==> src/klPkg.sv <==
package klPkg;

  // Word and address widths
  localparam int WordBits    = 36;
  localparam int PageBits    = 13;
  localparam int OffsetBits  = 9;
  localparam int VpnBits     = 9;
  localparam int VaBits      = VpnBits + OffsetBits;
  localparam int PhysBits    = PageBits + OffsetBits;

  // Implemented core, pages alias modulo 8
  localparam int MemAddrBits = 12;
  localparam int MemWords    = 1 << MemAddrBits;

  // Direct-mapped map cache
  localparam int MapEntries  = 4;
  localparam int MapIdxBits  = $clog2(MapEntries);
  localparam int MapTagBits  = VpnBits - MapIdxBits;

  // Page-table entry layout, PPN sits in the low PageBits
  localparam int PteValidBit    = 35;
  localparam int PteWritableBit = 34;

  typedef logic [PhysBits-1:0] physAddrT;
  typedef logic [WordBits-1:0] wordT;

endpackage

==> src/pma.sv <==
`timescale 1ns/10ps
module pma import klPkg::*; (
  input  logic                clock,
  input  logic                rstN,
  input  logic                ebrLoad,
  input  logic                ubrLoad,
  input  logic [PageBits-1:0] baseValue,
  input  logic                userMode,
  input  logic [VpnBits-1:0]  vpn,
  input  logic                clearStart,
  input  logic [PageBits-1:0] clearPage,
  input  logic                ccaStep,
  output physAddrT            ptAddr,
  output physAddrT            ccaAddr,
  output logic                ccaCryOut,
  output logic                baseChanged
);

  logic [PageBits-1:0]   ebr;
  logic [PageBits-1:0]   ubr;
  logic [PageBits-1:0]   baseSel;
  logic [PageBits-1:0]   ccaPage;
  logic [OffsetBits-1:0] ccaOffset;
  logic                  lowOnes;
  logic                  midOnes;
  logic                  highOnes;

  // Base registers
  always_ff @(posedge clock) begin
    if (!rstN) begin
      ebr         <= '0;
      ubr         <= '0;
      baseChanged <= 1'b0;
    end else begin
      if (ebrLoad) begin
        ebr <= baseValue;
      end
      if (ubrLoad) begin
        ubr <= baseValue;
      end
      baseChanged <= ebrLoad | ubrLoad;
    end
  end

  // Page table address is base page with the vpn as word offset
  assign baseSel = userMode ? ubr : ebr;
  assign ptAddr  = {baseSel, vpn};

  // Offset counter split in three slices with look-ahead carries
  assign lowOnes   = &ccaOffset[1:0];
  assign midOnes   = &ccaOffset[5:2];
  assign highOnes  = &ccaOffset[8:6];
  assign ccaCryOut = lowOnes & midOnes & highOnes;

  always_ff @(posedge clock) begin
    if (!rstN) begin
      ccaPage   <= '0;
      ccaOffset <= '0;
    end else if (clearStart) begin
      ccaPage   <= clearPage;
      ccaOffset <= '0;
    end else if (ccaStep) begin
      ccaOffset[1:0] <= ccaOffset[1:0] + 2'd1;
      if (lowOnes) begin
        ccaOffset[5:2] <= ccaOffset[5:2] + 4'd1;
      end
      // Top slice only moves when both lower slices wrap
      if (lowOnes && midOnes) begin
        ccaOffset[8:6] <= ccaOffset[8:6] + 3'd1;
      end
    end
  end

  assign ccaAddr = {ccaPage, ccaOffset};

endmodule

==> config.mk <==
export PLATFORM = sky130hd
export DESIGN_NAME = pma
export DESIGN_NICKNAME = d
export VERILOG_FILES = /design/src/klPkg.sv /design/src/pma.sv
export SDC_FILE = /design/constraint.sdc
export NUM_CORES = 1
export LEC_CHECK = 0
export BUFFER_PORTS_ARGS = -buffer_cell sky130_fd_sc_hd__buf_2
export CORE_AREA = 2 2 81 60
export DETAILED_ROUTE_END_ITERATION = 10
export DIE_AREA = 0 0 83 62
export PLACE_DENSITY = 0.82
export SKIP_LAST_GASP = 1
export SLEW_MARGIN = 20
export SYNTH_ARGS = -nofsm -noshare
export SYNTH_HDL_FRONTEND = slang
export SYNTH_SLANG_ARGS = --single-unit
==> constraint.sdc <==
create_clock -name clock -period 1.77 [get_ports clock]
set_input_delay 0.0885 -clock clock [delete_from_list [all_inputs] [get_ports clock]]
set_output_delay 0.0885 -clock clock [all_outputs]
set_load 0.1 [all_outputs]
==> qor.yml <==
global_routing:
  grt_pass1_vias: 1371
  gr-total-overflow: 0
  grt_pass1_wl_um: 6080
  grt_max_degree: 23
  antenna_found_initial: 0
  grt_util_all_layers_pct: 14.7
timing:
  min_period_ns: 1.63
  slew_violations: 0
  rsz0062_at_grt: "false"
  tns_ns: 0
  fmax_ghz: 0.615
  maxSlewHeadroom_pct: 67.1
  tightest_slew_ns: 0.497
  finalCritPeriodShare_pct: 91.9
  skew_ns: 0.000935
  setup_viol_count_final: 0
  hold_viol_final: 0
  setup_ws_ns: 0.143
floorplanning:
  io_pins: 88
  core_area_um2: 4490
  fp.dieH_um: 62
  initial_core_util_pct: 47.8
  dieArea_um2: 5150
  fp.dieW_um: 83
  row_count: 21
worst_setup_path:
  worstPathArrival_ns: 1.54
  worst-r2r-setup-slack_ns: 0.47
  crit_required_ns: 1.68
  start_kind: "flop"
  path_class: "flop to output pin"
  critPathMaxFanout: 5
  cp-end-kind: "output pin"
synthesis:
  seq_area_frac_synth_pct: 45.7
  synth-edff-count: 0
  synth_ff_type: "dfxtp_1"
  synthTopCellsByArea: "dfxtp_1, mux2i_1, nor2b_1"
  synth_common_cells: "dfxtp_1, mux2i_1, nor2b_1"
  synth_cells: 197
  post_synth_num_cell_types: 23
  syn_area_um2: 2150
  synth_top_area_share_pct: 45.7
  async_flop_share_pct: 0
  synth-seq-cells: 49
  yosysMostFrequentCell: "dfxtp_1"
  synth-warning-count: 0
  synth_top_cell_by_area: "dfxtp_1"
  syn-mean-instance-area_um2: 10.9
  syn_nets: 243
place:
  hpwl_um: 2790
  io_buffers: 69
  dp_slack_ns: 0.323
  gp_congestion: 0.841
routing:
  drtIter0Drc: 32
  drtAntennaViolNets: 0
  vias: 1467
  viasPerCell: 4.73
  dr.pass1.iters: 3
  drc: 0
  wire_per_inst_um: 12.2
  wl_um: 3770
final_layout:
  diodes: 0
  register_area_um2: 991
  multi_input_area_um2: 1020
  num-fill-cells: 415
  drive_gt1_share_pct: 38.7
  syn2layout_area_growth_pct: 17.6
  nets: 298
clock_tree:
  cts_sinks: 49
  cts_root_buf: "clkbuf_8"
  clkLatencyLatePin_ns: 0.29
  holdBufCountCts: 0
  clockBufferDepth: 2
  clk_pin_slew_worst_paths_ns: 0.08
  cts.htree.levels: 2
  cts_made_buffers: 5
  cts_tree: "yes"
min_path:
  hold_class: "input pin to flop"
run_status:
  outcome: "complete, no violations"
power_and_ir_drop:
  p_leak_nw: 1.23
  power_density_nw_per_um2: 933
  vdd_drop_max_uv: 532
job:
  drv_cap: 0
-- state kept, by name, indices dropped and copies added, names as in the netlist --
register,flops
ccaOffset,9
ccaPage,13
ubr,13
baseChanged,1
ebr,13
-- logic make-up after synthesis --
kind of cell	synth area share [%]
multiplexers	25.9
XOR/XNOR	1.22
adder cells (fa/ha/maj)	2.33
AND/OR/NAND/NOR	15.9
AO/OA/AOI/OAI	2.21
buffers and inverters	6.70
flip-flops	45.7
-- path summary, 6_finish.rpt --
check                              endpoint  cells past startpoint                 startpoint
setup / recovery                  ccaCryOut                      4  ccaOffset[0]$_SDFFE_PP0P_
setup reg to reg  ccaOffset[6]$_SDFFE_PP0P_                      4  ccaOffset[0]$_SDFFE_PP0P_
hold / removal      ccaPage[2]$_SDFFE_PN0P_                      3               clearPage[2]
hold reg to reg   ccaOffset[7]$_SDFFE_PP0P_                      2  ccaOffset[7]$_SDFFE_PP0P_
-- per-stage QoR --
stage / hold slack (ns) / utilization (%) / power, mW / cells / area (um^2)
floorplan: 0.258 / - / 1.77 / 197 / 2160
global placement: 0.178 / 54.4 / 1.76 / 302 / 2440
detailed placement: 0.178 / 54.4 / 1.77 / 302 / 2440
CTS: 0.0496 / 56.2 / 2.38 / 310 / 2520
global route: 0.0629 / 56.2 / 2.45 / 310 / 2520
finish: 0.0587 / 56.2 / 2.35 / 310 / 2520
-- layer usage --
layer | vias to the layer above | global-route usage, % | wire length [um]
met5 | - | 0 | 0
met3 | 9 | 3.83 | 186
met2 | 36 | 24.8 | 1680
li1 | 757 | - | -
met1 | 665 | 18.6 | 1850
met4 | 0 | 6.09 | 52
-- cell usage in the layout (no fill, tap or decap), types with 2 or more instances in the layout --
master | Yosys | final
or3_1 | 2 | 2
mux2_2 | 13 | 13
dfxtp_2 | 0 | 8
nand3_1 | 3 | 3
mux2i_1 | 41 | 41
buf_2 | 4 | 68
nor2b_1 | 39 | 39
xor2_1 | 2 | 2
buf_4 | 12 | 2
nand4_1 | 2 | 2
dfxtp_1 | 49 | 41
ha_1 | 4 | 4
a21oi_1 | 4 | 4
clkbuf_1 | 5 | 3
clkbuf_8 | 0 | 5
o21ai_0 | 4 | 4
nor2_1 | 5 | 5
-- cell type report --
| cell class | instances | area share [%] |
|---|---|---|
| Timing Repair Buffer | 70 | 14.1 |
| Tap cell | 57 | 2.82 |
| Sequential cell | 49 | 39.2 |
| Clock buffer | 8 | 3.17 |
| Multi-Input combinational cell | 125 | 40.5 |
| Inverter | 1 | 0.149 |
-- critical path, stage by stage, from the launching register on --
cell     delay (ns)
dfxtp_2        0.40
ha_1           0.19
and4_1         0.23
and2_2         0.15
buf_4          0.28
-- where the power goes --
| group | internal (mW) | switching (mW) | leakage (nW) |
|---|---|---|---|
| Sequential | 1.16 | 0.0271 | 0.407 |
| Clock | 0.281 | 0.331 | 0.0395 |
| Combinational | 0.142 | 0.416 | 0.784 |
-- timing repair --
| action | in CTS | in global routing |
|---|---|---|
| buffers inserted | 0 | 0 |
| setup endpoints to repair | 1 | 0 |
| gates resized for setup | 1 | 0 |
No activity file was read; power rests on OpenSTA's default activity.
