===== src/klPkg.sv =====
package klPkg;

  // Word and address widths
  localparam int WordBits    = 36;
  localparam int PageBits    = 13;
  localparam int OffsetBits  = 9;
  localparam int VpnBits     = 9;
  localparam int VaBits      = VpnBits + OffsetBits;
  localparam int PhysBits    = PageBits + OffsetBits;

  // Implemented core, pages alias modulo 8
  localparam int MemAddrBits = 12;
  localparam int MemWords    = 1 << MemAddrBits;

  // Direct-mapped map cache
  localparam int MapEntries  = 4;
  localparam int MapIdxBits  = $clog2(MapEntries);
  localparam int MapTagBits  = VpnBits - MapIdxBits;

  // Page-table entry layout, PPN sits in the low PageBits
  localparam int PteValidBit    = 35;
  localparam int PteWritableBit = 34;

  typedef logic [PhysBits-1:0] physAddrT;
  typedef logic [WordBits-1:0] wordT;

endpackage


===== src/memIf.sv =====
`timescale 1ns/10ps
interface memIf import klPkg::*; ();

  logic     req;
  logic     we;
  physAddrT addr;
  wordT     wdata;
  logic     ack;
  wordT     rdata;

  // Requester holds req, we, addr, wdata until the ack pulse
  modport requester (
    output req,
    output we,
    output addr,
    output wdata,
    input  ack,
    input  rdata
  );

  modport memory (
    input  req,
    input  we,
    input  addr,
    input  wdata,
    output ack,
    output rdata
  );

endinterface


===== src/memArbiter.sv =====
`timescale 1ns/10ps
module memArbiter (
  input  logic    clock,
  input  logic    rstN,
  memIf.memory    mapPort,
  memIf.memory    clearPort,
  memIf.requester memPort
);

  logic locked;
  logic lockClear;
  logic prefClear;
  logic pickClear;
  logic grantMap;
  logic grantClear;

  // Tie goes to whichever side did not win last
  assign pickClear = clearPort.req & (~mapPort.req | prefClear);

  assign grantClear = locked ? lockClear : pickClear;
  assign grantMap   = locked ? ~lockClear : (mapPort.req & ~pickClear);

  assign memPort.req   = (grantMap & mapPort.req) | (grantClear & clearPort.req);
  assign memPort.we    = grantClear ? clearPort.we : mapPort.we;
  assign memPort.addr  = grantClear ? clearPort.addr : mapPort.addr;
  assign memPort.wdata = grantClear ? clearPort.wdata : mapPort.wdata;

  assign mapPort.ack   = grantMap & memPort.ack;
  assign clearPort.ack = grantClear & memPort.ack;

  // Read data goes to both sides, ack qualifies it
  assign mapPort.rdata   = memPort.rdata;
  assign clearPort.rdata = memPort.rdata;

  always_ff @(posedge clock) begin
    if (!rstN) begin
      locked    <= 1'b0;
      lockClear <= 1'b0;
      prefClear <= 1'b0;
    end else if (locked) begin
      if (memPort.ack) begin
        locked <= 1'b0;
      end
    end else if (memPort.req) begin
      locked    <= 1'b1;
      lockClear <= pickClear;
      prefClear <= ~pickClear;
    end
  end

endmodule


===== src/flat_wrapper.sv =====
// flat-port wrapper written by rule: the top's interface ports become plain ports
module memArbiter_flat 
  (clock, rstN, mapPort_req, mapPort_we, mapPort_addr, mapPort_wdata, mapPort_ack, mapPort_rdata, clearPort_req, clearPort_we, clearPort_addr, clearPort_wdata, clearPort_ack, clearPort_rdata, memPort_req, memPort_we, memPort_addr, memPort_wdata, memPort_ack, memPort_rdata);
  memIf mapPort_i ();
  memIf clearPort_i ();
  memIf memPort_i ();
  input  logic clock;
  input  logic rstN;
  input wire logic [$bits(mapPort_i.req)-1:0] mapPort_req;
  input wire logic [$bits(mapPort_i.we)-1:0] mapPort_we;
  input wire logic [$bits(mapPort_i.addr)-1:0] mapPort_addr;
  input wire logic [$bits(mapPort_i.wdata)-1:0] mapPort_wdata;
  output wire logic [$bits(mapPort_i.ack)-1:0] mapPort_ack;
  output wire logic [$bits(mapPort_i.rdata)-1:0] mapPort_rdata;
  input wire logic [$bits(clearPort_i.req)-1:0] clearPort_req;
  input wire logic [$bits(clearPort_i.we)-1:0] clearPort_we;
  input wire logic [$bits(clearPort_i.addr)-1:0] clearPort_addr;
  input wire logic [$bits(clearPort_i.wdata)-1:0] clearPort_wdata;
  output wire logic [$bits(clearPort_i.ack)-1:0] clearPort_ack;
  output wire logic [$bits(clearPort_i.rdata)-1:0] clearPort_rdata;
  output wire logic [$bits(memPort_i.req)-1:0] memPort_req;
  output wire logic [$bits(memPort_i.we)-1:0] memPort_we;
  output wire logic [$bits(memPort_i.addr)-1:0] memPort_addr;
  output wire logic [$bits(memPort_i.wdata)-1:0] memPort_wdata;
  input wire logic [$bits(memPort_i.ack)-1:0] memPort_ack;
  input wire logic [$bits(memPort_i.rdata)-1:0] memPort_rdata;
  assign mapPort_i.req = mapPort_req;
  assign mapPort_i.we = mapPort_we;
  assign mapPort_i.addr = mapPort_addr;
  assign mapPort_i.wdata = mapPort_wdata;
  assign mapPort_ack = mapPort_i.ack;
  assign mapPort_rdata = mapPort_i.rdata;
  assign clearPort_i.req = clearPort_req;
  assign clearPort_i.we = clearPort_we;
  assign clearPort_i.addr = clearPort_addr;
  assign clearPort_i.wdata = clearPort_wdata;
  assign clearPort_ack = clearPort_i.ack;
  assign clearPort_rdata = clearPort_i.rdata;
  assign memPort_req = memPort_i.req;
  assign memPort_we = memPort_i.we;
  assign memPort_addr = memPort_i.addr;
  assign memPort_wdata = memPort_i.wdata;
  assign memPort_i.ack = memPort_ack;
  assign memPort_i.rdata = memPort_rdata;
  memArbiter u_core (.clock(clock), .rstN(rstN), .mapPort(mapPort_i), .clearPort(clearPort_i), .memPort(memPort_i));
endmodule

===== config.mk =====
export PLATFORM = sky130hd
export DESIGN_NAME = memArbiter_flat
export DESIGN_NICKNAME = d
export VERILOG_FILES = /design/src/klPkg.sv /design/src/memIf.sv /design/src/memArbiter.sv /design/src/flat_wrapper.sv
export SDC_FILE = /design/constraint.sdc
export NUM_CORES = 1
export LEC_CHECK = 0
export ABC_AREA = 1
export CAP_MARGIN = 20
export CORE_AREA = 5 5 110 112
export DETAILED_ROUTE_END_ITERATION = 12
export DIE_AREA = 0 0 115 117
export DONT_BUFFER_PORTS = 1
export PLACE_DENSITY_LB_ADDON = 0.05
export SYNTH_ARGS = -nofsm -noshare
export SYNTH_HDL_FRONTEND = slang
export SYNTH_SLANG_ARGS = --single-unit

===== constraint.sdc =====
create_clock -name clock -period 1.6 [get_ports clock]
set_input_delay 0.24 -clock clock [delete_from_list [all_inputs] [get_ports clock]]
set_output_delay 0.24 -clock clock [all_outputs]
set_load 0.1 [all_outputs]

==> metrics.txt <==
kind of end point of the critical path=output pin; post-detailed-route wirelength per cell=16.4 µm; mean area per synthesized cell=5.14 µm²; count of buffers inserted at the top-level ports=0; largest net degree at the start of global routing=24; count of clock tree sinks=3; CTS clk-pin slew, worst paths=0.03 ns; setup slack of the critical path after layout=-0.105 ns; clock root buffer=clkbuf_16; Switch Pwr=2180 µW; failing checks=setup timing; R2R cell count=7; count of distinct cell types in the synthesized netlist=13; Clk pwr share=10.7%; internal portion of total power=1520 µW; fmax=587 MHz; share of the yosys chip area belonging to registers=4.04%; critical-path maximum fanout=6; Final Hold Slack=0.145 ns; post-synthesis sequential element count=3; number of warning messages in the yosys log=0; Req. time, crit path=1.36 ns; nets@finish=447; actual transition at the worst max-transition pin=0.228 ns; number of placed cells counting well taps=416; CTS Buffer Depth=2; H-Tree Level Count=1; Horiz. Die Dim=115 µm; result of the run=complete, but fails checks; via count=1670; overall routed net length=7.05 mm; fill cell count=1203; final-report setup violation count=61; min Tclk post-route=1.70 ns; iteration count of the initial detailed-routing pass=4; worst clock skew=0.000402 ns; Syn Inst Count=289; Hold-fix buffers, CTS=0; layer with the highest usage=met2; initial antenna violation count=0; Total GRT Usage=8.06%; floorplan row count=39; arrival time at the worst endpoint=1.46 ns; number of buffers created by CTS=3; met2 layer usage reported by global route=14.7%; area growth from synthesis to layout=108%; Vias/cell=3.88; worst slack at placement=0.0440 ns; total gr overflow=0; core area=11100 µm²; Final ANT Viol Nets=0; final cell count without fillers=430; Global Route met1 Usage=7.88%; hold-critical path depth=2; vias in the first global route=1633; height of the die=117 µm; worst setup path category=register to output pin; Die Area=13500 µm²; worst min path class=primary input to register; Antenna Cells=0; post-layout total power=3710 µW; wire length of the first global-routing pass=8.55 mm; share of the cycle needed by the critical path after routing=107%; clock tree from TritonCTS=done; 1st-iter DRT viols=19; initial cell density of the core=13.3%; post-detailed-route DRC marker count=0; power share of the sequential group=2.5%; cell area after technology mapping=1490 µm²; switching part of the total=58.9%; headroom to the max-slew limit=84.8%; RSZ-0062 raised after global routing=yes; nets in the synthesized netlist=448; MaxCap Viol Count=0; global routing usage on met3=3.91%; Detail Placement HPWL=5.25 mm; power density normalized to cell area=1200 nW/µm²; clock network latency to the later pin of the worst-skew pair=0.22 ns; combinational share of power=86.8%; Worst setup SP type=register; num ports=293; final weighted congestion in routability-driven placement=0.675; max-slew violation count=0; share of final-layout standard cells stronger than drive strength 1=65.5%; Leakage Power=0.00146 µW; final-report hold violation count=0; Peak VDD IR=0.608 mV
power groups by stage:
stage / combinational, µW / clock (µW) / sequential, µW
after global routing: 3330 / 416 / 91.9
after CTS: 3020 / 405 / 89.9
final: 3220 / 397 / 91.3
after detailed placement: 2990 / 0 / 90.9
after floorplan: 2780 / 0 / 89.9
after global placement: 3000 / 0 / 90.7
metrics by stage:
step | util (%) | TNS [ns] | instance area [µm²]
finish | 27.8 | -4.65 | 3090
global route | 27.8 | -8.92 | 3090
CTS | 23.9 | -4.63 | 2660
detailed placement | 22.8 | 0 | 2540
global placement | 22.8 | 0 | 2540
floorplan | - | -0.206 | 1660
flip-flops by register name, indices dropped and copies added (netlist names):
register / flops
u_core.locked: 1
u_core.lockClear: 1
u_core.prefClear: 1
cell type report:
class	instances	area [µm²]	share of cell area, %
repair buffers	77	1540	49.7
inverters	8	42.5	1.38
repair inverters	1	8.76	0.284
clock buffers	4	78.8	2.55
flip-flops and latches	3	63.8	2.07
multi-input cells	194	1180	38.2
well taps	143	179	5.79
cell usage after synthesis:
cell / count / area share, %
nand2_1: 183 / 46
buf_4: 72 / 36
inv_1: 7 / 1.8
buf_2: 6 / 2.0
buf_6: 6 / 4.5
a21oi_1: 3 / 1.0
dfxtp_1: 3 / 4.0
nand3_1: 3 / 1.0
nor2_1: 2 / 0.51
a211oi_2: 1 / 0.84
inv_4: 1 / 0.42
nand2_2: 1 / 0.42
nand2_4: 1 / 0.76
routing by layer:
layer / up-vias / routed length [µm]
li1: 784 / -
met1: 740 / 2180
met2: 119 / 3740
met3: 27 / 973
met4: 0 / 151
met5: - / 0
kinds of logic (layout without fill, tap and decap cells):
logic type,Yosys count,in the layout,share of synthesized area [%]
AOI/OAI and AO/OA,4,4,1.85
buffers and inverters,92,90,45.2
DFF,3,3,4.04
and+or+nand+nor,190,190,48.9
final timing paths:
check                                 startpoint          endpoint  slack, ns
worst max-delay path               u_core.locked  memPort_addr[15]      -0.10
worst min-delay path                        rstN  u_core.prefClear       0.14
worst max register to register     u_core.locked  u_core.lockClear       0.50
worst min register to register  u_core.prefClear  u_core.prefClear       0.45
layout by cell type (no fill, tap or decap), drive strengths merged:
master / instances
nand2: 185
buf: 72
clkbuf: 9
inv: 8
a21oi: 3
nand3: 3
dfxtp: 3
nor2: 2
clkinv: 1
a211oi: 1
critical path: stages, from the launching register on:
cell	delay, ns
dfxtp_4	0.35
nor2_4	0.10
nand2_4	0.08
nand2_8	0.13
clkinv_8	0.11
clkbuf_16	0.19
nand2_2	0.06
nand2_2	0.06
buf_12	0.16
timing repair:
action / in CTS / in global routing
pin swaps: 3 / 11
setup buffers: 2 / 2
cloned: 1 / 7
resized for setup: 4 / 75
endpoints found under the setup margin: 61 / 62
Power figures use the tool's default switching activity.
