--- src/klPkg.sv ---
package klPkg;

  // Word and address widths
  localparam int WordBits    = 36;
  localparam int PageBits    = 13;
  localparam int OffsetBits  = 9;
  localparam int VpnBits     = 9;
  localparam int VaBits      = VpnBits + OffsetBits;
  localparam int PhysBits    = PageBits + OffsetBits;

  // Implemented core, pages alias modulo 8
  localparam int MemAddrBits = 12;
  localparam int MemWords    = 1 << MemAddrBits;

  // Direct-mapped map cache
  localparam int MapEntries  = 4;
  localparam int MapIdxBits  = $clog2(MapEntries);
  localparam int MapTagBits  = VpnBits - MapIdxBits;

  // Page-table entry layout, PPN sits in the low PageBits
  localparam int PteValidBit    = 35;
  localparam int PteWritableBit = 34;

  typedef logic [PhysBits-1:0] physAddrT;
  typedef logic [WordBits-1:0] wordT;

endpackage

--- src/memIf.sv ---
`timescale 1ns/10ps
interface memIf import klPkg::*; ();

  logic     req;
  logic     we;
  physAddrT addr;
  wordT     wdata;
  logic     ack;
  wordT     rdata;

  // Requester holds req, we, addr, wdata until the ack pulse
  modport requester (
    output req,
    output we,
    output addr,
    output wdata,
    input  ack,
    input  rdata
  );

  modport memory (
    input  req,
    input  we,
    input  addr,
    input  wdata,
    output ack,
    output rdata
  );

endinterface

--- src/pageMap.sv ---
`timescale 1ns/10ps
module pageMap import klPkg::*; (
  input  logic               clock,
  input  logic               rstN,
  input  logic               vaValid,
  input  logic [VaBits-1:0]  va,
  input  logic               userMode,
  input  logic               physical,
  input  logic               write,
  input  wordT               wdata,
  output wordT               rdata,
  output logic               done,
  output logic               fault,
  output logic               busy,
  memIf.requester            mem,
  input  physAddrT           ptAddr,
  input  logic               baseChanged,
  output logic [VpnBits-1:0] vpn,
  output logic               refUser
);

  typedef enum logic [1:0] {Idle, Lookup, PtFetch, Access} stateT;

  stateT                 state;
  logic [VaBits-1:0]     refVa;
  logic                  refPhys;
  logic                  refWrite;
  wordT                  refData;
  physAddrT              accAddr;
  logic [MapEntries-1:0] lineValid;
  logic [MapEntries-1:0] lineUser;
  logic [MapEntries-1:0] lineWritable;
  logic [MapTagBits-1:0] lineTag [MapEntries];
  logic [PageBits-1:0]   linePpn [MapEntries];
  logic [MapIdxBits-1:0] idx;
  logic                  hit;
  logic                  pteValid;
  logic                  pteWritable;

  assign vpn  = refVa[VaBits-1:OffsetBits];
  assign idx  = vpn[MapIdxBits-1:0];
  // Exec and user lines never match each other
  assign hit  = lineValid[idx] && (lineUser[idx] == refUser) &&
                (lineTag[idx] == vpn[VpnBits-1:MapIdxBits]);
  assign busy = (state != Idle);

  assign pteValid    = mem.rdata[PteValidBit];
  assign pteWritable = mem.rdata[PteWritableBit];

  assign mem.req   = (state == PtFetch) || (state == Access);
  assign mem.we    = (state == Access) && refWrite;
  assign mem.addr  = (state == PtFetch) ? ptAddr : accAddr;
  assign mem.wdata = refData;

  always_ff @(posedge clock) begin
    if (!rstN) begin
      state     <= Idle;
      done      <= 1'b0;
      fault     <= 1'b0;
      lineValid <= '0;
    end else begin
      done  <= 1'b0;
      fault <= 1'b0;
      case (state)
        Idle: begin
          if (vaValid) begin
            state <= Lookup;
          end
        end
        Lookup: begin
          if (refPhys) begin
            state <= Access;
          end else if (!hit) begin
            state <= PtFetch;
          end else if (refWrite && !lineWritable[idx]) begin
            state <= Idle;
            fault <= 1'b1;
          end else begin
            state <= Access;
          end
        end
        PtFetch: begin
          if (mem.ack) begin
            if (pteValid) begin
              lineValid[idx] <= 1'b1;
            end
            if (!pteValid || (refWrite && !pteWritable)) begin
              state <= Idle;
              fault <= 1'b1;
            end else begin
              state <= Access;
            end
          end
        end
        default: begin
          if (mem.ack) begin
            state <= Idle;
            done  <= 1'b1;
          end
        end
      endcase
      // A base reload flushes the whole cache
      if (baseChanged) begin
        lineValid <= '0;
      end
    end
  end

  always_ff @(posedge clock) begin
    if (state == Idle && vaValid) begin
      refVa    <= va;
      refUser  <= userMode;
      refPhys  <= physical;
      refWrite <= write;
      refData  <= wdata;
    end
    if (state == Lookup) begin
      accAddr <= refPhys ? physAddrT'(refVa) : {linePpn[idx], refVa[OffsetBits-1:0]};
    end
    if (state == PtFetch && mem.ack) begin
      accAddr <= {mem.rdata[PageBits-1:0], refVa[OffsetBits-1:0]};
      if (pteValid) begin
        lineTag[idx]      <= vpn[VpnBits-1:MapIdxBits];
        linePpn[idx]      <= mem.rdata[PageBits-1:0];
        lineUser[idx]     <= refUser;
        lineWritable[idx] <= pteWritable;
      end
    end
    if (state == Access && mem.ack) begin
      rdata <= mem.rdata;
    end
  end

endmodule

--- src/flat_wrapper.sv ---
// flat-port wrapper written by rule: the top's interface ports become plain ports
module pageMap_flat import klPkg::*;
  (clock, rstN, vaValid, va, userMode, physical, write, wdata, rdata, done, fault, busy, ptAddr, baseChanged, vpn, refUser, mem_req, mem_we, mem_addr, mem_wdata, mem_ack, mem_rdata);
  memIf mem_i ();
  input  logic clock;
  input  logic rstN;
  input  logic vaValid;
  input  logic [VaBits-1:0] va;
  input  logic userMode;
  input  logic physical;
  input  logic write;
  input  wordT wdata;
  output wordT rdata;
  output logic done;
  output logic fault;
  output logic busy;
  input  physAddrT ptAddr;
  input  logic baseChanged;
  output logic [VpnBits-1:0] vpn;
  output logic refUser;
  output wire logic [$bits(mem_i.req)-1:0] mem_req;
  output wire logic [$bits(mem_i.we)-1:0] mem_we;
  output wire logic [$bits(mem_i.addr)-1:0] mem_addr;
  output wire logic [$bits(mem_i.wdata)-1:0] mem_wdata;
  input wire logic [$bits(mem_i.ack)-1:0] mem_ack;
  input wire logic [$bits(mem_i.rdata)-1:0] mem_rdata;
  assign mem_req = mem_i.req;
  assign mem_we = mem_i.we;
  assign mem_addr = mem_i.addr;
  assign mem_wdata = mem_i.wdata;
  assign mem_i.ack = mem_ack;
  assign mem_i.rdata = mem_rdata;
  pageMap u_core (.clock(clock), .rstN(rstN), .vaValid(vaValid), .va(va), .userMode(userMode), .physical(physical), .write(write), .wdata(wdata), .rdata(rdata), .done(done), .fault(fault), .busy(busy), .mem(mem_i), .ptAddr(ptAddr), .baseChanged(baseChanged), .vpn(vpn), .refUser(refUser));
endmodule
--- config.mk ---
export PLATFORM = sky130hd
export DESIGN_NAME = pageMap_flat
export DESIGN_NICKNAME = d
export VERILOG_FILES = /design/src/klPkg.sv /design/src/memIf.sv /design/src/pageMap.sv /design/src/flat_wrapper.sv
export SDC_FILE = /design/constraint.sdc
export NUM_CORES = 1
export LEC_CHECK = 0
export BUFFER_PORTS_ARGS = -buffer_cell sky130_fd_sc_hd__clkbuf_2
export CAP_MARGIN = 15
export CORE_MARGIN = 3
export CORE_UTILIZATION = 55
export DETAILED_ROUTE_END_ITERATION = 10
export PLACE_DENSITY = 0.9
export SKIP_LAST_GASP = 1
export SYNTH_ARGS = -nofsm -noshare
export SYNTH_HDL_FRONTEND = slang
export SYNTH_SLANG_ARGS = --single-unit
--- constraint.sdc ---
create_clock -name clock -period 4.9 [get_ports clock]
set_input_delay 0.245 -clock clock [delete_from_list [all_inputs] [get_ports clock]]
set_output_delay 0.245 -clock clock [all_outputs]
set_load 0.01 [all_outputs]
==> summary.md, run 1 <==
| Metric | Value |
|---|---|
| Top cells by area, synth | `edfxtp_1, mux4_2, mux2_1` |
| Via density per instance | `5.33` |
| Worst Hold Launch | `mem_rdata[8]` |
| Die width | `approximately 130 µm` |
| Sequential area share after synthesis | `0.801` |
| Vias in the first global route | `5098` |
| Port bufs | `228` |
| Unrepaired setup endpoints after global routing | `false` |
| Setup slack at placement | `1.98 ns` |
| Hold Violations, Final | `0` |
| Layout Cell Area excl Fill | `10700 µm²` |
| Num CTS Buffers | `22` |
| Cells after Synth | `390` |
| Uppermost layer routed | `met4` |
| Power density over cell area | `475 nW/µm²` |
| Initial antenna violation count | `0` |
| Synth warn | `0` |
| Syn nets | `roughly 510` |
| Netlist cell types | `38` |
| Vias | `around 4800` |
| Fraction of layout cells with a size suffix above 1 | `0.412` |
| Setup bufs post-CTS | `0` |
| Setup ws final | `1.93 ns` |
| Core area | `13900 µm²` |
| Cell count of the worst hold path | `1` |
| Htree depth | `1` |
| Clock period minus worst slack | `2.97 ns` |
| Worst Tran Pin Value | `about 1.1 ns` |
| CTS max path bufs | `3` |
| Leak | `4.18 nW` |
| Setup TNS | `0 ns` |
| DP Wirelength | `11.1 mm` |
| Worst Path Max Fanout | `11` |
| Normalized max-slew margin | `0.249` |
| Hold WC Path Type | `input pin to flop` |
| Row count | `43` |
| CTS-repair resized insts | `0` |
| PnR Total Power | `0.00508 W` |
| Post-DP Area | `9180 µm²` |
| Met3 WL | `1.41 mm` |
| TritonCTS clock tree | `done` |
| Worst Path Arrival | `between 3 and 4 ns` |
| Detail Route Antenna Nets | `0` |
| Crit start category | `flop` |
| Hold buffer count at cts | `80` |
| # setup viols final | `0` |
| Root Buffer | `clkbuf_16` |
| Most frequent cells in the layout | `clkbuf_2, edfxtp_1, dlygate4sd3_1, clkbuf_16, mux2_1` |
| Max-cap violation count | `0` |
| Commonest non-fill, non-tap cell in the layout | `clkbuf_2` |
| DIE AREA | `15800 µm²` |
| Clk slew on worst S/H paths | `0.07 ns` |
| Ant diodes | `0` |
| Final Skew | `0.0240 ns` |
| Post-Route WL | `18.2 mm` |
| # IOs | `around 230` |
| Status | `complete, no violations` |
| CP endpoint kind | `flop` |
| CTS sink cnt | `213` |
| 1st-iter DRT viols | `325` |
| Period utilisation layout | `0.606` |
| DRT Pass-1 Iters | `5` |
| Max VDD drop | `between 300 and 400 µV` |
| Total GRT Usage | `0.229` |
| Largest net degree at the start of global routing | `47` |
| Flops & latches, synth | `213` |
| Netlist Area Pre-Place | `7860 µm²` |
| Die Height | `126 µm` |
| Global-route wire length before repair | `28.0 mm` |
| Syn_area_per_cell | `20.2 µm²` |
| DR WL met2 | `9.81 mm` |
| DR DRC count | `0` |
| Crit Path Category | `flop to flop` |
| Area Growth Syn to Fin | `35.9%` |
| Worst r2r path cells | `7` |
| Wire length per cell | `around 20 µm` |
| Post-synthesis cell type with the largest combined area | `edfxtp_1` |
| Slew Viols, Final | `0` |
| WP data required | `around 5.3 ns` |
| Overflow after GRT | `0` |
| Fmax | `337 MHz` |
| Initial Util | `0.564` |
| GPL Wtd Cong | `0.820` |
| Nets@finish | `832` |
| Worst-Skew Late Latency | `0.50 ns` |
| Metal-1 WL | `6.57 mm` |
| Synth top area share | `0.775` |
## power breakdown
| part | switching (W) | internal, W |
|---|---|---|
| Sequential | 0.000151 | 0.00230 |
| Combinational | 0.000552 | 0.000457 |
| Clock | 0.000651 | 0.000969 |
## sequential cells by signal (all words and copies together) (netlist names), named ones only
name and count:
u_core.refWrite 1, u_core.rdata 36, u_core.lineValid 4, u_core.state 2, u_core.lineWritable 4, u_core.linePpn 52
u_core.fault 1, u_core.accAddr 22, u_core.refUser 1, u_core.done 1, u_core.lineTag 28, u_core.lineUser 4
u_core.mem.wdata 36, u_core.refPhys 1, u_core.refVa 18
## metrics by stage
stage	util	hold WS [ns]	std cells
2_1_floorplan	-	0.344	390
3_3_place_gp	0.658	0.403	784
3_5_place_dp	0.658	0.409	784
4_1_cts	0.767	0.00453	903
5_1_grt	0.767	0.00784	903
6_report	0.767	0.00644	903
## cell families (layout without fill, tap and decap cells)
logic type / after synthesis / in the layout / share of synthesized area
muxes: 60 / 60 / 0.110
and+or+nand+nor: 43 / 43 / 0.0251
DFF: 213 / 213 / 0.801
buffers and inverters: 29 / 362 / 0.0196
xor gates and xnor gates: 11 / 11 / 0.0123
AOI/OAI and AO/OA: 30 / 30 / 0.0256
adders and majority gates: 4 / 4 / 0.00636
## synth_stat cells
cell	number
nand2_1	17
buf_6	1
o32ai_1	1
ha_1	4
o22ai_1	2
dfxtp_1	10
mux2_2	5
and2_1	3
edfxtp_1	203
buf_1	1
nand3_1	5
a22o_1	4
clkbuf_1	7
inv_2	2
a211oi_2	1
mux2_1	20
buf_4	9
o2111ai_1	1
xnor2_1	5
mux4_1	3
nor2_1	9
mux2i_1	17
a21boi_1	1
or3_1	1
buf_2	3
mux4_2	15
a31oi_1	1
xor2_1	6
or2_2	1
inv_1	6
o21a_1	4
nor4_2	1
o21ai_1	9
a41o_1	1
o21ai_0	1
a21oi_1	4
nor3_1	5
or2_1	1
## worst max-delay path, cell delays in order (launching register included)
cell	delay, ns
dfxtp_1	0.74
buf_4	0.35
mux4_1	0.61
xor2_1	0.18
nor4_2	0.31
nand3_1	0.18
or3_1	0.35
a211oi_2	0.17
## metal layers
metal / vias up / GRT usage
met5: - / 0
met4: 0 / 0.0676
met3: 33 / 0.0496
met2: 245 / 0.417
met1: 2372 / 0.275
li1: 2159 / -
## layout make-up
class	instances	area, µm²
sequential	213	6300
fill	775	3250
timing repair buffer	315	1990
multi-input combinational	148	1430
clock buffer	32	649
tap	180	225
clock inverter	7	60.1
inverter	8	30.0
## path summary, 6_finish.rpt
check | end | slack, ns
setup reg to reg | u_core.state[0]$_SDFFE_PN0P_ | 1.93
setup / recovery | u_core.state[0]$_SDFFE_PN0P_ | 1.93
hold / removal | u_core.linePpn[3][8]$_DFFE_PP_ | 0.006
hold reg to reg | u_core.accAddr[7]$_DFFE_PP_ | 0.43
Power figures use the tool's default switching activity.
==> inputs of run 2 (changes only) <==
--- a/config.mk
+++ b/config.mk
@@ -5,12 +5,13 @@
 export SDC_FILE = /design/constraint.sdc
 export NUM_CORES = 1
 export LEC_CHECK = 0
+export ABC_AREA = 1
 export BUFFER_PORTS_ARGS = -buffer_cell sky130_fd_sc_hd__clkbuf_2
 export CAP_MARGIN = 15
 export CORE_MARGIN = 3
-export CORE_UTILIZATION = 55
+export CORE_UTILIZATION = 52
 export DETAILED_ROUTE_END_ITERATION = 10
-export PLACE_DENSITY = 0.9
+export PLACE_DENSITY = 0.86
 export SKIP_LAST_GASP = 1
 export SYNTH_ARGS = -nofsm -noshare
 export SYNTH_HDL_FRONTEND = slang
==> constraint.sdc (replaced) <==
create_clock -name clock -period 3 [get_ports clock]
set_input_delay 0.15 -clock clock [delete_from_list [all_inputs] [get_ports clock]]
set_output_delay 0.15 -clock clock [all_outputs]
set_load 0.01 [all_outputs]
==> run 2 against run 1 <==
Effect of this change:
- global-route usage up 0.78 points
- critical path depth unchanged
- setup slack got worse by 1.3 ns
- synthesized area rose by 2.0%
- clock power increased by 65%
- sequential power is 54% higher
- cell area increased by 3.1%
- count of clock-buffer cells in the layout shrank 1
- clock skew decreased by 0.011 ns
- wire length is 12% higher
- die area is 7.5% higher
- first-iteration DRC count up 83%
==> summary.md, run 2 <==
| Metric | Value |
|---|---|
| Total GRT Usage | `0.237 (+0.00782)` |
| Ant diodes | `0 (unchanged)` |
| Post-synth EDFFs | `203 (unchanged)` |
| Post-synthesis cell type with the largest combined area | `edfxtp_1` |
| Post-Route WL | `20.4 mm (+12%)` |
| Crit path cell chain | `inv_1 -> ha_1 -> buf_4 -> inv_1 -> nand2_1 -> nand2_1 -> clkbuf_2` |
| Max-cap violation count | `0 (unchanged)` |
| Die width | `130 µm (+3.7%)` |
| CP peak stage delay | `0.48 ns (-0.26 ns)` |
| Hold Violations, Final | `0 (unchanged)` |
| Cell family with the largest share of critical-path delay | `buffers and inverters` |
| Crit Path Category | `flop to output port` |
| # setup viols final | `0 (unchanged)` |
| 1st-iter DRT viols | `596 (+83%)` |
| Commonest non-fill, non-tap cell in the layout | `clkbuf_2` |
| Top cells by area, synth | `edfxtp_1, nand2_1, nor2_1` |
| CP bufs+invs | `4 (+3)` |
| Worst-Skew Late Latency | `0.50 ns (about the same)` |
| Final Skew | `0.0133 ns (-0.0107 ns)` |
| CTS max path bufs | `3 (unchanged)` |
| DRT Pass-1 Iters | `5 (unchanged)` |
| Vias in the first global route | `5931 (+16%)` |
| Max VDD drop | `565 µV (+82%)` |
| Worst Path Arrival | `2.27 ns (-1.12 ns)` |
| Worst path slowest cell | `inv_1` |
| Number of flip-flops in the largest register | `52 (unchanged)` |
| Most common cell in the netlist | `edfxtp_1` |
| Num CTS Buffers | `22 (unchanged)` |
| WP data required | `2.85 ns (-2.47 ns)` |
| Clock period minus worst slack | `2.42 ns` |
| Synth top area share | `0.760 (-0.0152)` |
| # IOs | `229 (unchanged)` |
| Initial antenna violation count | `0 (unchanged)` |
| Setup slack at placement | `0.870 ns (-1.11 ns)` |
| Flops & latches, synth | `213 (unchanged)` |
| Nets@finish | `1056 (+27%)` |
| Netlist cell types | `23 (-39%)` |
| Synth warn | `0 (unchanged)` |
| Worst Path Max Fanout | `27 (+16)` |
| Normalized max-slew margin | `0.435 (+0.186)` |
| Slew Viols, Final | `0 (unchanged)` |
| Setup ws final | `0.582 ns (-1.35 ns)` |
| Fmax | `413 MHz` |
| Global-route wire length before repair | `30.9 mm (+11%)` |
| Layout Cell Area excl Fill | `11000 µm² (+3.1%)` |
| R2r setup slk | `0.76 ns (-1.17 ns)` |
| CP endpoint kind | `output port` |
| Reg with most FFs | `u_core.linePpn` |
| Core area | `14800 µm² (+6.3%)` |
| Hold slack final | `0.0788 ns (+0.0723 ns)` |
| Initial Util | `0.542 (-0.0227)` |
| TritonCTS clock tree | `done` |
| Die Height | `130 µm (+3.7%)` |
| Period utilisation layout | `0.806` |
| CTS sink cnt | `213 (unchanged)` |
| Htree depth | `1 (unchanged)` |
| PnR Total Power | `0.00802 W (+58%)` |
| Primary FF master, synth | `edfxtp_1` |
| Top cells by count, synth | `edfxtp_1, nand2_1, nor2_1` |
| GPL Wtd Cong | `0.841 (+2.5%)` |
| CP Depth | `7 (unchanged)` |
| Worst Tran Pin Value | `0.846 ns (-0.280 ns)` |
| Fraction of layout cells with a size suffix above 1 | `0.294 (-0.118)` |
| DIE AREA | `17000 µm² (+7.5%)` |
| Status | `complete, no violations` |
| Post-DP Area | `9350 µm² (+1.9%)` |
| Worst r2r path cells | `14 (+7)` |
| Netlist Area Pre-Place | `8020 µm² (+2.0%)` |
| Leak | `4.60 nW (+10%)` |
| Via density per instance | `5.27 (-1.1%)` |
| Cells after DPL | `996 (+27%)` |
| Post-synthesis async set-or-reset flop share | `0 (unchanged)` |
| Root Buffer | `clkbuf_16` |
| Fin cells | `1132 (+25%)` |
| DP Wirelength | `11.8 mm (+6.3%)` |
| Cells after Synth | `604 (+55%)` |
| Vias | `5965 (+24%)` |
| DR DRC count | `0 (unchanged)` |
| Row count | `44 (+2.3%)` |
| Port bufs | `228 (unchanged)` |
| Syn_area_per_cell | `13.3 µm² (-34%)` |
| Area Growth Syn to Fin | `37.3%` |
| Most frequent cells in the layout | `clkbuf_2, edfxtp_1, nand2_1, dlygate4sd3_1, nor2_1` |
| Wire length per cell | `18.0 µm (-11%)` |
| Crit start category | `flop` |
| Hold WC Path Type | `input pin to flop` |
| Overflow after GRT | `0 (unchanged)` |
| Largest net degree at the start of global routing | `41 (-13%)` |
| Detail Route Antenna Nets | `0 (unchanged)` |
| Clk slew on worst S/H paths | `0.06 ns (about the same)` |
| Syn nets | `728 (+42%)` |
| Sequential area share after synthesis | `0.785 (-0.0157)` |
| Fill count | `876 (+13%)` |
| Cell count of the worst hold path | `4 (+3)` |
| Unrepaired setup endpoints after global routing | `false` |
| Power density over cell area | `728 nW/µm² (+53%)` |
-- run 2: changes by cell type after synthesis, sizes merged, moves of 6 or more --
cell    delta
clkbuf     +6
o22ai     +13
xor2       -6
nor2      +46
nand2    +161
mux4      -18
mux2i     -17
nand3     +21
o21ai     +19
mux2      -25
a31oi      +8
inv       +20
-- run 2: kinds of logic (layout without fill, tap and decap cells) --
group | after synthesis | after routing | synth area share
compound gates | 58 | 58 | 0.0402
xor+xnor | 2 | 2 | 0.00218
fa+ha+maj | 4 | 4 | 0.00624
buf+inv | 59 | 403 | 0.0342
flops | 213 | 213 | 0.785
simple gates | 268 | 268 | 0.132
-- run 2: worst paths after layout --
kind,startpoint,endpoint
min reg2reg,u_core.refVa[6]$_DFFE_PP_,u_core.accAddr[6]$_DFFE_PP_
max reg2reg,flop,u_core.state[0]$_SDFFE_PN0P_
min,vaValid,u_core.state[1]$_SDFFE_PN0P_
max,u_core.state[0]$_SDFFE_PN0P_,mem_addr[6]
-- run 2: per-stage QoR --
stage	util	setup TNS [ns]
floorplan	-	-0.967
global placement	0.631	0
detailed placement	0.631	0
CTS	0.744	0
global route	0.744	0
finish	0.744	0
-- run 2: repair_timing --
| action | CTS | global route |
|---|---|---|
| setup endpoints to repair | 0 | 0 |
| endpoints found under the hold margin | 159 | 0 |
| resized for setup | 0 | 0 |
| hold buffers | 96 | 0 |
| buffers inserted | 0 | 0 |
-- run 2: tightest hold or removal path: stages --
cell and delay [ns]:
clkbuf_2 0.10, o22ai_1 0.12, nand2_1 0.09, a21oi_1 0.06
-- run 2: area by class of cell --
| cell class | count | area [µm²] | area share |
|---|---|---|---|
| clock buffers | 31 | 616 | 0.0559 |
| clock inverters | 9 | 92.6 | 0.00841 |
| inverters | 28 | 105 | 0.00954 |
| multi-input cells | 332 | 1470 | 0.133 |
| flip-flops and latches | 213 | 6300 | 0.572 |
| well taps | 184 | 230 | 0.0209 |
| repair buffers | 335 | 2210 | 0.201 |
-- run 2: where the power goes --
| group | internal (W) | switching, W |
|---|---|---|
| clock network | 0.00160 | 0.00108 |
| registers | 0.00363 | 0.000139 |
| logic | 0.000567 | 0.00100 |
| total | 0.00580 | 0.00222 |
-- run 2: per-layer routing --
layer	GRT usage	wire length [µm]	vias up
li1	-	-	2757
met1	0.291	7260	2819
met2	0.428	11000	340
met3	0.0446	1560	49
met4	0.0697	566	0
met5	0	0	-
==> inputs of run 3 (changes only) <==
--- a/config.mk
+++ b/config.mk
@@ -9,9 +9,9 @@
 export BUFFER_PORTS_ARGS = -buffer_cell sky130_fd_sc_hd__clkbuf_2
 export CAP_MARGIN = 15
 export CORE_MARGIN = 3
-export CORE_UTILIZATION = 52
+export CORE_UTILIZATION = 47
 export DETAILED_ROUTE_END_ITERATION = 10
-export PLACE_DENSITY = 0.86
+export PLACE_DENSITY = 0.82
 export SKIP_LAST_GASP = 1
 export SYNTH_ARGS = -nofsm -noshare
 export SYNTH_HDL_FRONTEND = slang
==> constraint.sdc (replaced) <==
create_clock -name clock -period 1.95 [get_ports clock]
set_input_delay 0.0975 -clock clock [delete_from_list [all_inputs] [get_ports clock]]
set_output_delay 0.0975 -clock clock [all_outputs]
set_load 0.01 [all_outputs]
==> run 3 against run 2 <==
Effect of this change:
- global-route usage decreased by 2.6 points
- register-to-register slack got worse by 0.55 ns
- cell area increased by 3.8%
- core utilization decreased by 5.7 points
- via count decreased by 1.4%
- critical path type unchanged
==> summary.md, run 3 (synthesized netlist as in run 2, its figures left out) <==
| Metric | Value |
|---|---|
| Detail Route Antenna Nets | `0 (unchanged)` |
| Area Growth Syn to Fin | `42.5%` |
| Htree depth | `1 (unchanged)` |
| DRT Pass-1 Iters | `5 (unchanged)` |
| Initial antenna violation count | `0 (unchanged)` |
| Number of flip-flops in the largest register | `52 (unchanged)` |
| Fill count | `1120 (+28%)` |
| Global-route wire length before repair | `30.4 mm (-1.7%)` |
| Unrepaired setup endpoints after global routing | `false` |
| CTS sink cnt | `213 (unchanged)` |
| Root Buffer | `clkbuf_16` |
| Post-DP Area | `9550 µm² (+2.2%)` |
| Setup slack at placement | `0.190 ns (-0.680 ns)` |
| Period utilisation layout | `0.952` |
| Met2 usage | `0.381 (-0.0467)` |
| Initial Util | `0.482 (-0.0597)` |
| Worst Path Arrival | `1.76 ns (-0.51 ns)` |
| Final Skew | `0.0147 ns (+0.00135 ns)` |
| Core area | `16600 µm² (+12%)` |
| Commonest non-fill, non-tap cell in the layout | `clkbuf_2` |
| 1st-iter DRT viols | `504 (-15%)` |
| Wire length per cell | `16.7 µm (-7.3%)` |
| Most Crowded Layer GR | `met2` |
| Clk slew on worst S/H paths | `0.06 ns (about the same)` |
| Max-cap violation count | `0 (unchanged)` |
| Vias in the first global route | `5973 (+0.71%)` |
| Power density over cell area | `1120 nW/µm² (+54%)` |
| Reg with most FFs | `u_core.linePpn` |
| # IOs | `229 (unchanged)` |
| Status | `complete, no violations` |
| Die width | `137 µm (+4.9%)` |
| Port bufs | `228 (unchanged)` |
| DIE AREA | `18700 µm² (+10%)` |
| Layout Cell Area excl Fill | `11400 µm² (+3.8%)` |
| Row count | `47 (+6.8%)` |
| Via density per instance | `4.93 (-6.4%)` |
| Hold WC Path Type | `input pin to flop` |
| Vias | `5879 (-1.4%)` |
| TritonCTS clock tree | `done` |
| Worst-Skew Late Latency | `0.50 ns (about the same)` |
| Fmax | `539 MHz` |
| Most frequent cells in the layout | `clkbuf_2, edfxtp_1, nand2_1, dlygate4sd3_1, nor2_1` |
| Total GRT Usage | `0.211 (-0.0260)` |
| Clock period minus worst slack | `1.86 ns` |
| DP Wirelength | `12.3 mm (+4.7%)` |
| Fraction of layout cells with a size suffix above 1 | `0.324 (+0.0301)` |
| Hold Violations, Final | `0 (unchanged)` |
| GPL Wtd Cong | `0.841 (about the same)` |
| Post-Route WL | `19.9 mm (-2.4%)` |
| Crit start category | `flop` |
| Worst Path Max Fanout | `12 (-56%)` |
| Normalized max-slew margin | `0.660 (+0.226)` |
| Nets@finish | `1079 (+2.2%)` |
| CTS max path bufs | `3 (unchanged)` |
| Slew Viols, Final | `0 (unchanged)` |
| CP endpoint kind | `output port` |
| Num CTS Buffers | `23 (+4.5%)` |
| Leak | `4.79 nW (+4.0%)` |
| DR DRC count | `0 (unchanged)` |
| M1 GR Usage | `0.258 (-0.0335)` |
| Setup TNS | `0 ns (unchanged)` |
| Overflow after GRT | `0 (unchanged)` |
| Crit Path Category | `flop to output port` |
| WP data required | `1.85 ns (-1.00 ns)` |
| # setup viols final | `0 (unchanged)` |
| Setup ws final | `0.0942 ns (-0.487 ns)` |
| Largest net degree at the start of global routing | `39 (-4.9%)` |
| Final Util | `0.687 (-0.0570)` |
| Die Height | `137 µm (+4.9%)` |
| GRT met3 Usage | `0.0393 (-0.00528)` |
| Worst Tran Pin Value | `0.508 ns (-0.338 ns)` |
| Max VDD drop | `829 µV (+47%)` |
run 3: stage by stage:
step	cells	hold WS, ns	power (W)
2_1_floorplan	604	0.196	0.00723
5_1_grt	1191	0.104	0.0134
6_report	1192	0.0667	0.0128
3_3_place_gp	1046	0.274	0.00812
3_5_place_dp	1046	0.276	0.00819
4_1_cts	1187	0.0321	0.0128
run 3: metal layers:
layer / part of all wire / up-vias
met5: 0 / -
met3: 0.067 / 49
met1: 0.38 / 2775
met4: 0.029 / 0
li1: - / 2814
met2: 0.53 / 241
run 3: timing repair:
item                                    in CTS  in global routing
gates cloned                                 1                  1
gates resized for setup                     10                  6
setup buffers                                2                  3
hold buffers                                97                  0
endpoints found under the setup margin      22                 14
hold endpoints to repair                   161                  0
run 3: critical path, cell delays in order, from the launching register on:
cell	delay [ns]
dfxtp_2	0.33
inv_2	0.05
ha_4	0.17
buf_12	0.14
inv_4	0.06
bufbuf_16	0.26
nand2_1	0.05
nand2_1	0.06
clkbuf_2	0.13
run 3: worst paths after layout:
check	cells past startpoint	slack (ns)	endpoint	start
hold reg to reg	0	0.42	u_core.accAddr[3]$_DFFE_PP_	u_core.refVa[3]$_DFFE_PP_
hold / removal	4	0.07	u_core.state[0]$_SDFFE_PN0P_	mem_ack
setup / recovery	8	0.09	mem_addr[5]	u_core.state[0]$_SDFFE_PN0P_
setup reg to reg	6	0.21	u_core.done$_SDFF_PP0_	u_core.state[0]$_SDFFE_PN0P_
run 3: report_power, final:
part	internal, W	total, W	switching [W]
clock	0.00271	0.00436	0.00166
sequential	0.00558	0.00578	0.000193
combinational	0.00105	0.00264	0.00159
total	0.00934	0.0128	0.00344
run 3: area by class of cell:
| cell class | count | area (µm²) | area share |
|---|---|---|---|
| sequential | 213 | 6300 | 0.551 |
| timing repair buffer | 357 | 2470 | 0.216 |
| multi-input combinational | 332 | 1510 | 0.132 |
| clock buffer | 29 | 598 | 0.0523 |
| tap | 220 | 275 | 0.0241 |
| clock inverter | 12 | 164 | 0.0143 |
| inverter | 28 | 111 | 0.00974 |
| antenna | 1 | 2.50 | 0.000219 |
